## src/verilog/zx81_pkg.sv

```systemverilog
// Shared bus types and constants; one clk_sys domain, all CPU strobes active low
package zx81_pkg;

	// ==============================
	// Bus and memory types
	// ==============================
	typedef logic [15:0] addr_t;
	typedef logic [7:0] byte_t;
	typedef logic [15:0] ram_addr_t;
	// ZX81 image at 0000h, ZX80 image at 2000h
	typedef logic [13:0] rom_addr_t;

	typedef enum logic [1:0] {
		MEM_1K  = 2'd0,
		MEM_16K = 2'd1,
		MEM_32K = 2'd2,
		MEM_48K = 2'd3
	} mem_size_e;

	// Bit 0 right, 1 left, 2 down, 3 up, 4 fire
	typedef logic [4:0] joy_t;
	// Active low, one bit per key in the row
	typedef logic [4:0] key_row_t;

	// ==============================
	// Constants
	// ==============================
	localparam addr_t ZXPAND_PORT = 16'hE007;
	localparam addr_t CHROMA_PORT = 16'h7FEF;
	localparam byte_t CHROMA_ID = 8'hDF;

	// ZXpand joystick port commands
	localparam byte_t ZXP_CMD_HIGH = 8'hAA;
	localparam byte_t ZXP_CMD_LOW = 8'h55;
	localparam byte_t ZXP_CMD_JOY = 8'hA0;

	// Idle data bus and the forced opcode of the display fetch
	localparam byte_t BUS_FLOAT = 8'hFF;
	localparam byte_t Z80_NOP = 8'h00;

	// Reset stretch after model or RAM size change
	localparam logic [31:0] RECONFIG_HOLD = 32'd1_000_000;
	localparam rom_addr_t ZX80_ROM_BASE = 14'h2000;

endpackage
```

## src/verilog/cpu_bus_if.sv

```systemverilog
// Z80 bus snapshot for the decoders; no handshake, strobes are active low and unregistered
`timescale 1ns/1ps

interface cpu_bus_if;

	zx81_pkg::addr_t addr;
	// Data driven by the CPU on writes
	zx81_pkg::byte_t dout;
	logic mreq_n;
	logic iorq_n;
	logic rd_n;
	logic wr_n;
	logic m1_n;
	logic halt_n;

	// Every block only observes the bus
	modport decoder (
		input addr,
		input dout,
		input mreq_n,
		input iorq_n,
		input rd_n,
		input wr_n,
		input m1_n,
		input halt_n
	);

endinterface

```

## src/verilog/zx81_bus.sv

```systemverilog
// CPU-side glue of the ZX81/ZX80; CPU, ROM, RAM and colour RAM are external and read async
`timescale 1ns/1ps

module zx81_bus (
	input  logic                clk_sys,
	input  logic                reset,
	input  zx81_pkg::addr_t     addr,
	input  zx81_pkg::byte_t     dout,
	input  logic                mreq_n,
	input  logic                iorq_n,
	input  logic                rd_n,
	input  logic                wr_n,
	input  logic                m1_n,
	input  logic                halt_n,
	input  logic                cfg_zx80,
	input  zx81_pkg::mem_size_e cfg_ram,
	input  logic                low_ram_en,
	input  logic                chroma_en,
	input  logic                hz50,
	input  logic [1:0]          joy_mode,
	input  zx81_pkg::joy_t      joy_0,
	input  zx81_pkg::joy_t      joy_1,
	input  zx81_pkg::key_row_t  key_rows,
	input  zx81_pkg::byte_t     rom_data,
	input  zx81_pkg::byte_t     ram_data,
	input  zx81_pkg::byte_t     chroma_data,
	output zx81_pkg::byte_t     cpu_din,
	output logic                machine_reset,
	output logic                zx81,
	output logic                rom_cs,
	output logic                ram_cs,
	output logic                chroma_cs,
	output zx81_pkg::rom_addr_t rom_addr,
	output zx81_pkg::ram_addr_t ram_addr,
	output logic                ram_we,
	output logic                chroma_we,
	output zx81_pkg::byte_t     chroma_mode
);

	zx81_pkg::mem_size_e mem_size;
	zx81_pkg::key_row_t joy_keys;
	zx81_pkg::byte_t zxp_data;
	zx81_pkg::byte_t io_data;
	logic zxp_sel;

	cpu_bus_if bus ();

	assign bus.addr = addr;
	assign bus.dout = dout;
	assign bus.mreq_n = mreq_n;
	assign bus.iorq_n = iorq_n;
	assign bus.rd_n = rd_n;
	assign bus.wr_n = wr_n;
	assign bus.m1_n = m1_n;
	assign bus.halt_n = halt_n;

	machine_config u_config (
		.clk_sys(clk_sys),
		.reset(reset),
		.cfg_zx80(cfg_zx80),
		.cfg_ram(cfg_ram),
		.zx81(zx81),
		.mem_size(mem_size),
		.machine_reset(machine_reset)
	);

	memory_map u_memory_map (
		.bus(bus.decoder),
		.zx81(zx81),
		.mem_size(mem_size),
		.low_ram_en(low_ram_en),
		.chroma_en(chroma_en),
		.rom_cs(rom_cs),
		.ram_cs(ram_cs),
		.chroma_cs(chroma_cs),
		.rom_addr(rom_addr),
		.ram_addr(ram_addr),
		.ram_we(ram_we),
		.chroma_we(chroma_we)
	);

	joystick_zxpand u_joystick (
		.clk_sys(clk_sys),
		.machine_reset(machine_reset),
		.bus(bus.decoder),
		.joy_0(joy_0),
		.joy_1(joy_1),
		.joy_mode(joy_mode),
		.joy_keys(joy_keys),
		.zxp_data(zxp_data),
		.zxp_sel(zxp_sel)
	);

	io_ports u_io_ports (
		.clk_sys(clk_sys),
		.machine_reset(machine_reset),
		.bus(bus.decoder),
		.chroma_en(chroma_en),
		.hz50(hz50),
		.key_rows(key_rows),
		.joy_keys(joy_keys),
		.zxp_sel(zxp_sel),
		.zxp_data(zxp_data),
		.io_data(io_data),
		.chroma_mode(chroma_mode)
	);

	data_bus_mux u_data_mux (
		.bus(bus.decoder),
		.rom_cs(rom_cs),
		.ram_cs(ram_cs),
		.chroma_cs(chroma_cs),
		.rom_data(rom_data),
		.ram_data(ram_data),
		.chroma_data(chroma_data),
		.io_data(io_data),
		.cpu_din(cpu_din)
	);

endmodule

```

## src/verilog/data_bus_mux.sv

```systemverilog
// CPU read data is combinational; the NOP generator assumes display code runs above 8000h
`timescale 1ns/1ps

module data_bus_mux (
	cpu_bus_if.decoder      bus,
	input  logic            rom_cs,
	input  logic            ram_cs,
	input  logic            chroma_cs,
	input  zx81_pkg::byte_t rom_data,
	input  zx81_pkg::byte_t ram_data,
	input  zx81_pkg::byte_t chroma_data,
	input  zx81_pkg::byte_t io_data,
	output zx81_pkg::byte_t cpu_din
);

	zx81_pkg::byte_t mem_byte;
	logic nop_gen;

	always_comb begin
		if (chroma_cs) begin
			mem_byte = chroma_data;
		end else if (rom_cs) begin
			mem_byte = rom_data;
		end else if (ram_cs) begin
			mem_byte = ram_data;
		end else begin
			mem_byte = zx81_pkg::BUS_FLOAT;
		end
	end

	// Characters (bit 6 clear) execute as NOP while the video hardware reads them
	assign nop_gen = ~bus.m1_n & bus.addr[15] & ~mem_byte[6] & bus.halt_n;

	// Second bit low only on a plain I/O read
	always_comb begin
		case ({bus.mreq_n, ~bus.m1_n | bus.iorq_n | bus.rd_n})
			2'b01: cpu_din = nop_gen ? zx81_pkg::Z80_NOP : mem_byte;
			2'b10: cpu_din = io_data;
			default: cpu_din = zx81_pkg::BUS_FLOAT;
		endcase
	end

endmodule

```

## src/verilog/io_ports.sv

```systemverilog
// I/O read byte and CHROMA81 mode; tape input is not wired and reads as 0
`timescale 1ns/1ps

module io_ports (
	input  logic               clk_sys,
	input  logic               machine_reset,
	cpu_bus_if.decoder         bus,
	input  logic               chroma_en,
	input  logic               hz50,
	input  zx81_pkg::key_row_t key_rows,
	input  zx81_pkg::key_row_t joy_keys,
	input  logic               zxp_sel,
	input  zx81_pkg::byte_t    zxp_data,
	output zx81_pkg::byte_t    io_data,
	output zx81_pkg::byte_t    chroma_mode
);

	logic kbd_sel;
	logic chroma_sel;

	// Any even port reads the keyboard
	assign kbd_sel = ~bus.iorq_n & ~bus.rd_n & ~bus.addr[0];
	assign chroma_sel = chroma_en & ~bus.iorq_n & (bus.addr == zx81_pkg::CHROMA_PORT);

	always_comb begin
		if (kbd_sel) begin
			io_data = {1'b0, hz50, 1'b0, key_rows & joy_keys};
		end else if (zxp_sel) begin
			io_data = zxp_data;
		end else if (chroma_sel) begin
			// Lets software detect the colour board
			io_data = zx81_pkg::CHROMA_ID;
		end else begin
			io_data = zx81_pkg::BUS_FLOAT;
		end
	end

	// ==============================
	// CHROMA81 mode register
	// ==============================
	always_ff @(posedge clk_sys) begin
		if (machine_reset || !chroma_en) begin
			chroma_mode <= '0;
		end else if (chroma_sel & ~bus.wr_n) begin
			chroma_mode <= bus.dout;
		end
	end

endmodule

```

## src/verilog/joystick_zxpand.sv

```systemverilog
// Joysticks fold onto keyboard rows until ZXpand mode is armed by writing A0h to E007h
`timescale 1ns/1ps

module joystick_zxpand (
	input  logic               clk_sys,
	input  logic               machine_reset,
	cpu_bus_if.decoder         bus,
	input  zx81_pkg::joy_t     joy_0,
	input  zx81_pkg::joy_t     joy_1,
	input  logic [1:0]         joy_mode,
	output zx81_pkg::key_row_t joy_keys,
	output zx81_pkg::byte_t    zxp_data,
	output logic               zxp_sel
);

	zx81_pkg::joy_t joy;
	zx81_pkg::key_row_t mask_a;
	zx81_pkg::key_row_t mask_b;
	logic cursor;
	logic zxp_use;

	assign joy = joy_0 | joy_1;
	assign cursor = (joy_mode == 2'b00);

	// ==============================
	// Keyboard mapping
	// ==============================

	// Row A: Sinclair 1 on 67890, ZX81 and Cursor on 5678/0
	assign mask_a = ({5{joy_mode[0]}} & {joy[1], joy[0], joy[2], joy[3], joy[4]})
		| ({5{joy_mode[1]}} & {joy[2], joy[3], joy[0], joy[1], joy[4]})
		| ({5{cursor}} & {joy[2], joy[3], joy[0], 1'b0, joy[4]});

	// Cursor left is key 5, on the other half row
	assign mask_b = {cursor & joy[1], 4'b0000};

	assign joy_keys = zxp_use ? '1
		: ~((mask_a & {5{~bus.addr[12]}}) | (mask_b & {5{~bus.addr[11]}}));

	// ==============================
	// ZXpand port
	// ==============================
	assign zxp_sel = ~bus.iorq_n & (bus.addr == zx81_pkg::ZXPAND_PORT);

	always_ff @(posedge clk_sys) begin
		if (machine_reset) begin
			zxp_data <= 8'hFF;
			zxp_use <= 1'b0;
		end else if (zxp_sel & ~bus.wr_n) begin
			case (bus.dout)
				zx81_pkg::ZXP_CMD_HIGH: zxp_data <= 8'hF0;
				zx81_pkg::ZXP_CMD_LOW: zxp_data <= 8'h0F;
				zx81_pkg::ZXP_CMD_JOY: begin
					// Active low directions in the top nibble
					zxp_data <= {~joy[3:0], ~joy[4], 3'b000};
					zxp_use <= 1'b1;
				end
				default: zxp_data <= 8'hFF;
			endcase
		end
	end

endmodule

```

## src/verilog/memory_map.sv

```systemverilog
// Address-only ROM/RAM decode with partial mirrors; colour RAM at C000h needs non-M1 cycles
`timescale 1ns/1ps

module memory_map (
	cpu_bus_if.decoder          bus,
	input  logic                zx81,
	input  zx81_pkg::mem_size_e mem_size,
	input  logic                low_ram_en,
	input  logic                chroma_en,
	output logic                rom_cs,
	output logic                ram_cs,
	output logic                chroma_cs,
	output zx81_pkg::rom_addr_t rom_addr,
	output zx81_pkg::ram_addr_t ram_addr,
	output logic                ram_we,
	output logic                chroma_we
);

	logic mem_big;
	logic mem_48k;
	logic low_half;
	logic ram_lo;
	logic ram_hi;
	logic mem_write;

	assign mem_big = (mem_size == zx81_pkg::MEM_32K) || (mem_size == zx81_pkg::MEM_48K);
	assign mem_48k = (mem_size == zx81_pkg::MEM_48K);

	// Below 32K the upper half just mirrors the lower half
	assign low_half = ~bus.addr[15] | ~mem_big;

	// ==============================
	// Chip selects
	// ==============================
	assign ram_lo = ~bus.addr[14] & bus.addr[13] & low_half;
	// 8000h-BFFFh on 32K and 48K
	assign ram_hi = bus.addr[15] & ~bus.addr[14] & mem_big;

	assign ram_cs = bus.addr[14] | ram_hi | (ram_lo & low_ram_en);
	// ZX80 ROM is only 4K
	assign rom_cs = ~bus.addr[14] & ~bus.addr[13] & (~bus.addr[12] | zx81) & low_half;

	// Colour RAM overlays the top 16K for data accesses only
	assign chroma_cs = chroma_en & ~bus.mreq_n & bus.m1_n & bus.addr[15] & bus.addr[14];

	// ==============================
	// Addresses
	// ==============================
	assign rom_addr = zx81 ? {1'b0, bus.addr[12:0]}
		: zx81_pkg::ZX80_ROM_BASE + {2'b00, bus.addr[11:0]};

	always_comb begin
		if (ram_lo) begin
			ram_addr = {3'b001, bus.addr[12:0]};
		end else begin
			case (mem_size)
				zx81_pkg::MEM_1K: ram_addr = {6'b010000, bus.addr[9:0]};
				zx81_pkg::MEM_16K: ram_addr = {2'b01, bus.addr[13:0]};
				default: begin
					if (bus.addr[15:14] == 2'b10) begin
						ram_addr = {2'b10, bus.addr[13:0]};
					end else if (bus.addr[15:14] == 2'b11 && mem_48k) begin
						// Opcode fetches still run from the main 16K
						ram_addr = {bus.m1_n, 1'b1, bus.addr[13:0]};
					end else begin
						ram_addr = {2'b01, bus.addr[13:0]};
					end
				end
			endcase
		end
	end

	// ==============================
	// Write enables
	// ==============================
	assign mem_write = ~bus.mreq_n & ~bus.wr_n;
	assign ram_we = mem_write & ram_cs & ~chroma_cs;
	assign chroma_we = mem_write & chroma_cs;

endmodule

```

## src/verilog/machine_config.sv

```systemverilog
// Model and RAM size only take effect under machine_reset; a change stretches reset ~1M cycles
`timescale 1ns/1ps

module machine_config (
	input  logic                clk_sys,
	input  logic                reset,
	input  logic                cfg_zx80,
	input  zx81_pkg::mem_size_e cfg_ram,
	output logic                zx81,
	output zx81_pkg::mem_size_e mem_size,
	output logic                machine_reset
);

	logic [31:0] hold_cnt;
	logic cfg_differs;

	assign cfg_differs = (zx81 != ~cfg_zx80) || (mem_size != cfg_ram);

	always_ff @(posedge clk_sys) begin
		machine_reset <= reset | (hold_cnt != '0);

		// Latch follows the inputs for as long as the machine is held
		if (machine_reset) begin
			zx81 <= ~cfg_zx80;
			mem_size <= cfg_ram;
		end

		if (reset) begin
			hold_cnt <= '0;
		end else if (cfg_differs) begin
			hold_cnt <= zx81_pkg::RECONFIG_HOLD;
		end else if (hold_cnt != '0) begin
			hold_cnt <= hold_cnt - 32'd1;
		end
	end

	// ==============================
	// Checks
	// ==============================

	// A new model or RAM size always holds the machine two cycles later
	a_cfg_reset: assert property (
		@(posedge clk_sys) disable iff (reset)
		$past(cfg_differs && !reset, 2) |-> machine_reset
	);

endmodule

```

## config.mk

```make
export PLATFORM = sky130hd
export DESIGN_NAME = zx81_bus
export DESIGN_NICKNAME = d
export VERILOG_FILES = /design/src/verilog/zx81_pkg.sv /design/src/verilog/cpu_bus_if.sv /design/src/verilog/zx81_bus.sv /design/src/verilog/data_bus_mux.sv /design/src/verilog/io_ports.sv /design/src/verilog/joystick_zxpand.sv /design/src/verilog/memory_map.sv /design/src/verilog/machine_config.sv
export SDC_FILE = /design/constraint.sdc
export NUM_CORES = 1
export LEC_CHECK = 0
export BUFFER_PORTS_ARGS = -buffer_cell sky130_fd_sc_hd__buf_2
export CAP_MARGIN = 20
export CORE_MARGIN = 3
export CORE_UTILIZATION = 45
export DETAILED_ROUTE_END_ITERATION = 8
export GPL_TIMING_DRIVEN = 0
export PLACE_DENSITY = 0.77
export SLEW_MARGIN = 20
export SYNTH_ARGS = -nofsm -noshare
export SYNTH_HDL_FRONTEND = slang
export SYNTH_SLANG_ARGS = --single-unit
export TNS_END_PERCENT = 20
```

## constraint.sdc

```tcl
create_clock -name clk_sys -period 2.57 [get_ports clk_sys]
set_clock_uncertainty 0.05 [all_clocks]
set_input_delay 0.3855 -clock clk_sys [delete_from_list [all_inputs] [get_ports clk_sys]]
set_output_delay 0.3855 -clock clk_sys [all_outputs]
set_load 0.05 [all_outputs]
```

* Word-level counts from Yosys, hierarchy flattened *
Cells that the tools add are included.

storage, ports and cells
  latch bits = 0
  input bits = 79
  memories kept = 0
  ROM bits = 0
  output and inout bits = 53
  bits in registers = 53
  RAM bits = 0

cells by class
  $mul = 0
  reductions and logical operators = 11
  shifts and indexed selects = 0
  $add $sub $neg = 2
  bitwise operators = 62
  equal/unequal tests = 14
  muxes and demuxes = 17
  magnitude comparators = 0
  divide/modulo/power cells = 0

operators by type and width
  kind                      count
  $mux W16                  3
  $mux W8                   6
  $mux W20                  2
  $pmux W16 S2              1
  $reduce_bool A32 Y1       1
  $sub A32 B1 Y32 const B   1
  $and A5 B5 Y5             6
  $and A1 B1 Y1             27
  $pmux W8 S3               1
  $or A5 B5 Y5              4
  $eq A16 B15 Y1 const B    1
  $eq A16 B16 Y1 const B    1
  $eq A8 B8 Y1 const B      2
  $not A1 Y1                16
  $pmux W8 S2               1
  $add A14 B12 Y14 const A  1
  $mux W14                  1
  $eq A2 B2 Y1 const B      5
  $eq A8 B7 Y1 const B      1
  $or A1 B1 Y1              7
  $mux W6                   1
  $mux W5                   1
  $not A5 Y5                1
  $eq A2 B1 Y1 const B      2
  10 further kinds          13

* Depth between registers and ports, before layout *
  word-level depth = 15
  mapped depth = 9
  depth with buffers taken out = 7

* Cells and area by module *
From an unflattened synthesis, not the netlist that was laid out.

unflattened totals
  cells, all modules = 477
  area, all modules = 3,784.9 µm²

modules (own cells, without submodules)
  module           seq. area each (µm²)  cells each  area an instance (µm²)  instances
  machine_config   750.7                 211         1,854.3                 1
  joystick_zxpand  140.1                 75          561.8                   1
  data_bus_mux     0.0                   76          551.8                   1
  io_ports         160.2                 72          529.3                   1
  memory_map       0.0                   43          287.8                   1

* Worst setup path before layout *
Ideal clock, no wire load.

  path type = input port to output port
  start point = in addr[14]
  end point = out ram_we
  arrival time = 2.759 ns
  data required time = 2.135 ns
  path slack = -0.625 ns
  stages = 5
  path through = clkbuf_1 > nand4_1 > inv_1 > clkbuf_1 > nor4_1

RTL lines
  element        RTL line          RTL
  from (decl)    zx81_bus.sv:7     input zx81_pkg::addr_t addr,
  $and A1 B1 Y1  memory_map.sv:44  assign chroma_cs = chroma_en & ~bus.mreq_n & bus.m1_n & bus.addr[15] & bus.addr[14];
  net chroma_cs  zx81_bus.sv:32    output logic chroma_cs,
  $not A1 Y1     memory_map.sv:77  assign ram_we = mem_write & ram_cs & ~chroma_cs;
  $and A1 B1 Y1  memory_map.sv:77
  to (decl)      zx81_bus.sv:35    output logic ram_we,

The timed path passes the listed nets, and every way through them passes these cells.

* Worst setup path in the final report *
  start point = reg u_config.mem_size[1]
  end point = out cpu_din[5]

between the ends
  word-level cells in the longest chain between the ends = 15

ends and longest elaborated chain
  element                      RTL line              RTL
  from (decl)                  machine_config.sv:10  output zx81_pkg::mem_size_e mem_size,
  from (signal assigned)       machine_config.sv:25  mem_size <= cfg_ram;
  $eq A2 B2 Y1                 memory_map.sv:26      assign mem_big = (mem_size == zx81_pkg::MEM_32K) || (mem_size == zx81_pkg::MEM_48K);
  $logic_or A1 B1 Y1 *         memory_map.sv:26
  $not A1 Y1                   memory_map.sv:30      assign low_half = ~bus.addr[15] | ~mem_big;
  $or A1 B1 Y1                 memory_map.sv:30
  $and A1 B1 Y1                memory_map.sv:35      assign ram_lo = ~bus.addr[14] & bus.addr[13] & low_half;
  $and A1 B1 Y1                memory_map.sv:39      assign ram_cs = bus.addr[14] | ram_hi | (ram_lo & low_ram_en);
  $or A1 B1 Y1                 memory_map.sv:39
  $mux W8                      data_bus_mux.sv:24    end else if (ram_cs) begin
  $mux W8 *                    data_bus_mux.sv:22    end else if (rom_cs) begin
  $mux W8 *                    data_bus_mux.sv:20    if (chroma_cs) begin
  $not A1 Y1                   data_bus_mux.sv:32    assign nop_gen = ~bus.m1_n & bus.addr[15] & ~mem_byte[6] & bus.halt_n;
  $and A1 B1 Y1 (2 in series)  data_bus_mux.sv:32
  $mux W8 *                    data_bus_mux.sv:37    2'b01: cpu_din = nop_gen ? zx81_pkg::Z80_NOP : mem_byte;
  $pmux W8 S2 *                data_bus_mux.sv:36    case ({bus.mreq_n, ~bus.m1_n | bus.iorq_n | bus.rd_n})
  to (decl)                    zx81_bus.sv:27        output zx81_pkg::byte_t cpu_din,

Every way passes the cells marked *; elsewhere a longest branch is shown, timed or not.

==> report_table.html <==
<table>
<tr><th>Metric</th><th>Value</th></tr>
<tr><th colspan="2">Status</th></tr>
<tr><td>Status</td><td>finished with violations</td></tr>
<tr><td>Violations in the final reports</td><td>negative setup slack</td></tr>
<tr><th colspan="2">CTS</th></tr>
<tr><td>Clock buffer depth</td><td>2</td></tr>
<tr><td>Clk Latency, worst-skew pair</td><td>310 ps</td></tr>
<tr><td>Root buffer cell</td><td>sky130_fd_sc_hd__clkbuf_8</td></tr>
<tr><td>Count of hold-fix buffers inserted at cts</td><td>0</td></tr>
<tr><td>H-tree level count</td><td>2</td></tr>
<tr><td>Clock tree from TritonCTS</td><td>done</td></tr>
<tr><td>Total clock sinks</td><td>51</td></tr>
<tr><td>CTS clk-pin slew, worst paths</td><td>80 ps</td></tr>
<tr><td>Number of buffers inserted during clock tree synthesis</td><td>5</td></tr>
<tr><th colspan="2">Die</th></tr>
<tr><td>Die extent in x</td><td>91.8 um</td></tr>
<tr><td>Core Region</td><td>6980 um2</td></tr>
<tr><td>Row cnt</td><td>30</td></tr>
<tr><td>Starting Density</td><td>0.475</td></tr>
<tr><td>Area enclosed by the die boundary</td><td>8430 um2</td></tr>
<tr><td>Total I/O pin count</td><td>132</td></tr>
<tr><td>Vertical die dimension</td><td>91.8 um</td></tr>
<tr><th colspan="2">Logic synthesis</th></tr>
<tr><td>Number of synthesized flops with an enable pin</td><td>3</td></tr>
<tr><td>Mean post-synth cell area</td><td>8.09 um2</td></tr>
<tr><td>Fraction of post-synthesis cell area in the top cell type by area</td><td>0.290</td></tr>
<tr><td>Part of the Yosys area used for sequential elements</td><td>0.317</td></tr>
<tr><td>Post-synthesis register bit count</td><td>51</td></tr>
<tr><td>Synth unique cells</td><td>62</td></tr>
<tr><td>Ranking of synthesized cells by area</td><td>sky130_fd_sc_hd__dfxtp_1 (29%), sky130_fd_sc_hd__buf_4 (5.2%), sky130_fd_sc_hd__nor2_1 (4.0%)</td></tr>
<tr><td>Cell type with the highest aggregate area in the netlist</td><td>sky130_fd_sc_hd__dfxtp_1</td></tr>
<tr><td>Net count after synthesis</td><td>492</td></tr>
<tr><td>Number of instances in the synthesized netlist</td><td>410</td></tr>
<tr><td>Top FF cell, synth</td><td>sky130_fd_sc_hd__dfxtp_1</td></tr>
<tr><td>Yosys warning total</td><td>0</td></tr>
<tr><td>Combined area of all synthesized cells</td><td>3320 um2</td></tr>
<tr><td>Async S/R FF share, synth</td><td>0</td></tr>
<tr><th colspan="2">Critical path</th></tr>
<tr><td>Data arrival time of the worst path</td><td>2240 ps</td></tr>
<tr><td>Maximum cell stage delay along the critical path</td><td>440 ps</td></tr>
<tr><td>Worst setup SP type</td><td>flop</td></tr>
<tr><td>Kind of capture point of the worst setup path</td><td>output pin</td></tr>
<tr><td>Buffers plus inverters on the worst setup path</td><td>1</td></tr>
<tr><td>Worst-path cell with the longest stage delay</td><td>sky130_fd_sc_hd__edfxtp_1</td></tr>
<tr><td>Ordered cell list for the critical path</td><td>a21oi_2, nand3b_1, o221a_2, o31a_1, a221o_2, buf_8</td></tr>
<tr><td>Worst setup path class</td><td>flop to output pin</td></tr>
<tr><td>Critical Path Fanout Max</td><td>7</td></tr>
<tr><td>Crit path required time</td><td>2130 ps</td></tr>
<tr><td>Delay-heaviest family, CP</td><td>compound AO/OA/AOI/OAI gates</td></tr>
<tr><th colspan="2">Timing</th></tr>
<tr><td>Final WS setup</td><td>-102 ps</td></tr>
<tr><td>Number of hold-slack violations in the final timing report</td><td>0</td></tr>
<tr><td>Setup repair after global routing missed its margin</td><td>true</td></tr>
<tr><td>Worst hold slack</td><td>230 ps</td></tr>
<tr><td>Max-Slew Margin vs Limit</td><td>0.377</td></tr>
<tr><td>Post-route minimum period</td><td>2670 ps</td></tr>
<tr><td>Setup violators final</td><td>7</td></tr>
<tr><td>Slew @ Worst Pin</td><td>923 ps</td></tr>
<tr><td>Fin crit share</td><td>1.04</td></tr>
<tr><td>Maximum clock frequency</td><td>0.374 GHz</td></tr>
<tr><td>Slew Limit Fails</td><td>0</td></tr>
<tr><th colspan="2">Layout</th></tr>
<tr><td>Count of antenna diodes in the layout</td><td>0</td></tr>
<tr><td>Synthesis-to-finish area growth</td><td>33.3%</td></tr>
<tr><td>Post-route cell area</td><td>4420 um2</td></tr>
<tr><td>Filler instances</td><td>640</td></tr>
<tr><td>Number of nets in the finished design</td><td>638</td></tr>
<tr><td>Fraction of final layout cells sized beyond drive strength 1</td><td>0.371</td></tr>
<tr><th colspan="2">Placement</th></tr>
<tr><td>Half-perimeter wire length of the detailed placement result</td><td>8260 um</td></tr>
<tr><td>Count of port buffers added during placement</td><td>129</td></tr>
<tr><td>Placer's final routability congestion estimate</td><td>0.962</td></tr>
<tr><td>Post-Place Cell Area</td><td>4100 um2</td></tr>
<tr><th colspan="2">GRT</th></tr>
<tr><td>Sum of overflow across all layers after global routing</td><td>0</td></tr>
<tr><td>Met3 Resource Use GR</td><td>0.0402</td></tr>
<tr><td>Number of antenna violations at the first check in global routing</td><td>0</td></tr>
<tr><td>Via count of the first global-routing pass</td><td>3529</td></tr>
<tr><td>GR Layer Usage met2</td><td>0.440</td></tr>
<tr><td>Pin count of the biggest net entering global routing</td><td>15</td></tr>
<tr><td>Met1 Use GR</td><td>0.280</td></tr>
<tr><td>Most used routing layer</td><td>met2</td></tr>
<tr><td>Total track usage</td><td>0.242</td></tr>
<tr><td>First-pass GRT wire length</td><td>16800 um</td></tr>
<tr><th colspan="2">Detailed routing</th></tr>
<tr><td>Total routed wirelength</td><td>10700 um</td></tr>
<tr><td>Pre-antenna DRT Iters</td><td>5</td></tr>
<tr><td>Vias/cell</td><td>5.73</td></tr>
<tr><td>Vias after detailed routing</td><td>3736</td></tr>
<tr><td>Drt first-iter violations</td><td>141</td></tr>
<tr><td>Total DRC errors in the routed layout</td><td>0</td></tr>
<tr><td>Routed wire per std cell</td><td>16.4 um</td></tr>
<tr><td>Remaining antenna violation count</td><td>0</td></tr>
<tr><th colspan="2">Power</th></tr>
<tr><td>Static leakage power</td><td>1.96 nW</td></tr>
<tr><td>Peak supply drop</td><td>0.000371 V</td></tr>
<tr><td>Ratio of total power to cell area</td><td>443 nW/um2</td></tr>
<tr><th colspan="2">Min path</th></tr>
<tr><td>Hold Path Class</td><td>primary input to flop</td></tr>
<tr><th colspan="2">Run</th></tr>
<tr><td># Max-Cap Violations</td><td>0</td></tr>
</table>
[layout make-up]
class / count / area, um2 / area share
multi-input cells: 306 / 2060 / 0.466
flip-flops and latches: 51 / 1050 / 0.238
repair buffers: 139 / 797 / 0.180
plain buffers: 36 / 240 / 0.0544
well taps: 96 / 120 / 0.0272
clock buffers: 6 / 82.6 / 0.0187
inverters: 17 / 63.8 / 0.0144
clock inverters: 1 / 5.00 / 0.00113
[cell families (layout without fill, tap and decap cells)]
logic type	after synthesis	after routing	share of synthesized area
DFF	51	51	0.317
AOI/OAI and AO/OA	116	116	0.238
buffers and inverters	53	199	0.0909
xor gates and xnor gates	9	9	0.0238
muxes	9	9	0.0272
adders and majority gates	3	3	0.0113
and+or+nand+nor	169	169	0.291
[where the power goes]
part | leakage (nW) | switching, W | internal [W] | total (W)
clock | 0.0470 | 0.000253 | 0.000212 | 0.000465
sequential | 0.422 | 0.0000203 | 0.000816 | 0.000836
combinational | 1.49 | 0.000411 | 0.000246 | 0.000657
total | 1.96 | 0.000684 | 0.00127 | 0.00196
[path summary, 6_finish.rpt]
path                                             from               endpoint  slack, ps  cells past startpoint
worst max-delay path             u_config.mem_size[1]             cpu_din[5]       -100                      6
worst min-delay path                       cfg_ram[0]   u_config.mem_size[0]        230                      1
worst max register to register  u_config.hold_cnt[19]  u_config.hold_cnt[19]         50                      7
worst min register to register  u_config.hold_cnt[27]  u_config.hold_cnt[27]        420                      2
[timing repair]
action / CTS / global route
resized for setup: 32 / 7
pin swaps: 14 / 4
setup buffers: 8 / 2
setup endpoints to repair: 32 / 23
[metrics by stage]
stage / cells / util / power [W] / setup TNS [ps] / setup slack, ps
global route: 652 / 0.633 / 0.00205 / -1000 / -166
CTS: 650 / 0.627 / 0.00195 / -372 / -90.3
floorplan: 410 / - / 0.00127 / -316 / -61.0
global placement: 635 / 0.588 / 0.00144 / -1970 / -308
detailed placement: 635 / 0.588 / 0.00145 / -3050 / -305
finish: 652 / 0.633 / 0.00196 / -454 / -102
[worst reg2reg max path, delay by kind of cell, from the launching register on]
| kind | cells | cell delay (ps) |
|---|---|---|
| buffers and inverters | 2 | 320 |
| and+or+nand+nor | 2 | 1150 |
| xor gates and xnor gates | 1 | 160 |
| AOI/OAI and AO/OA | 2 | 410 |
| DFF | 1 | 310 |
[state kept, by name (all words and copies together), names as in the netlist]
register and cells:
u_config.zx81 1, u_joystick.zxp_data 6, u_config.machine_reset 1, u_config.hold_cnt 32
u_io_ports.chroma_mode 8, u_config.mem_size 2, u_joystick.zxp_use 1
[per-layer routing]
| layer | part of all wire | routed length [um] |
|---|---|---|
| met3 | 0.073 | 783 |
| met2 | 0.50 | 5380 |
| met4 | 0.033 | 355 |
| met1 | 0.39 | 4160 |
| met5 | 0 | 0 |
[cell usage after synthesis, types with 7 or more instances]
master and count:
sky130_fd_sc_hd__a21oi_1 23, sky130_fd_sc_hd__a31oi_1 8, sky130_fd_sc_hd__and2_1 7, sky130_fd_sc_hd__buf_4 23, sky130_fd_sc_hd__clkbuf_1 9, sky130_fd_sc_hd__dfxtp_1 48
sky130_fd_sc_hd__inv_1 17, sky130_fd_sc_hd__mux2i_1 9, sky130_fd_sc_hd__nand2_1 31, sky130_fd_sc_hd__nor2_1 35, sky130_fd_sc_hd__nor3_1 10, sky130_fd_sc_hd__nor4_1 7
sky130_fd_sc_hd__o21ai_0 24, sky130_fd_sc_hd__o21ai_1 8, sky130_fd_sc_hd__o22ai_1 7, sky130_fd_sc_hd__o31ai_1 9, sky130_fd_sc_hd__or3_1 19, sky130_fd_sc_hd__or4_1 14
[cells in the final DEF, fill, tap and decap left out, drive strengths merged, types with 11 or more instances in the layout]
master	count
inv	17
or4	17
a21oi	24
or3	19
o21ai	32
nand2	31
nor3	11
buf	166
dfxtp	48
clkbuf	15
nor2	35
No activity file was read; power rests on OpenSTA's default activity.
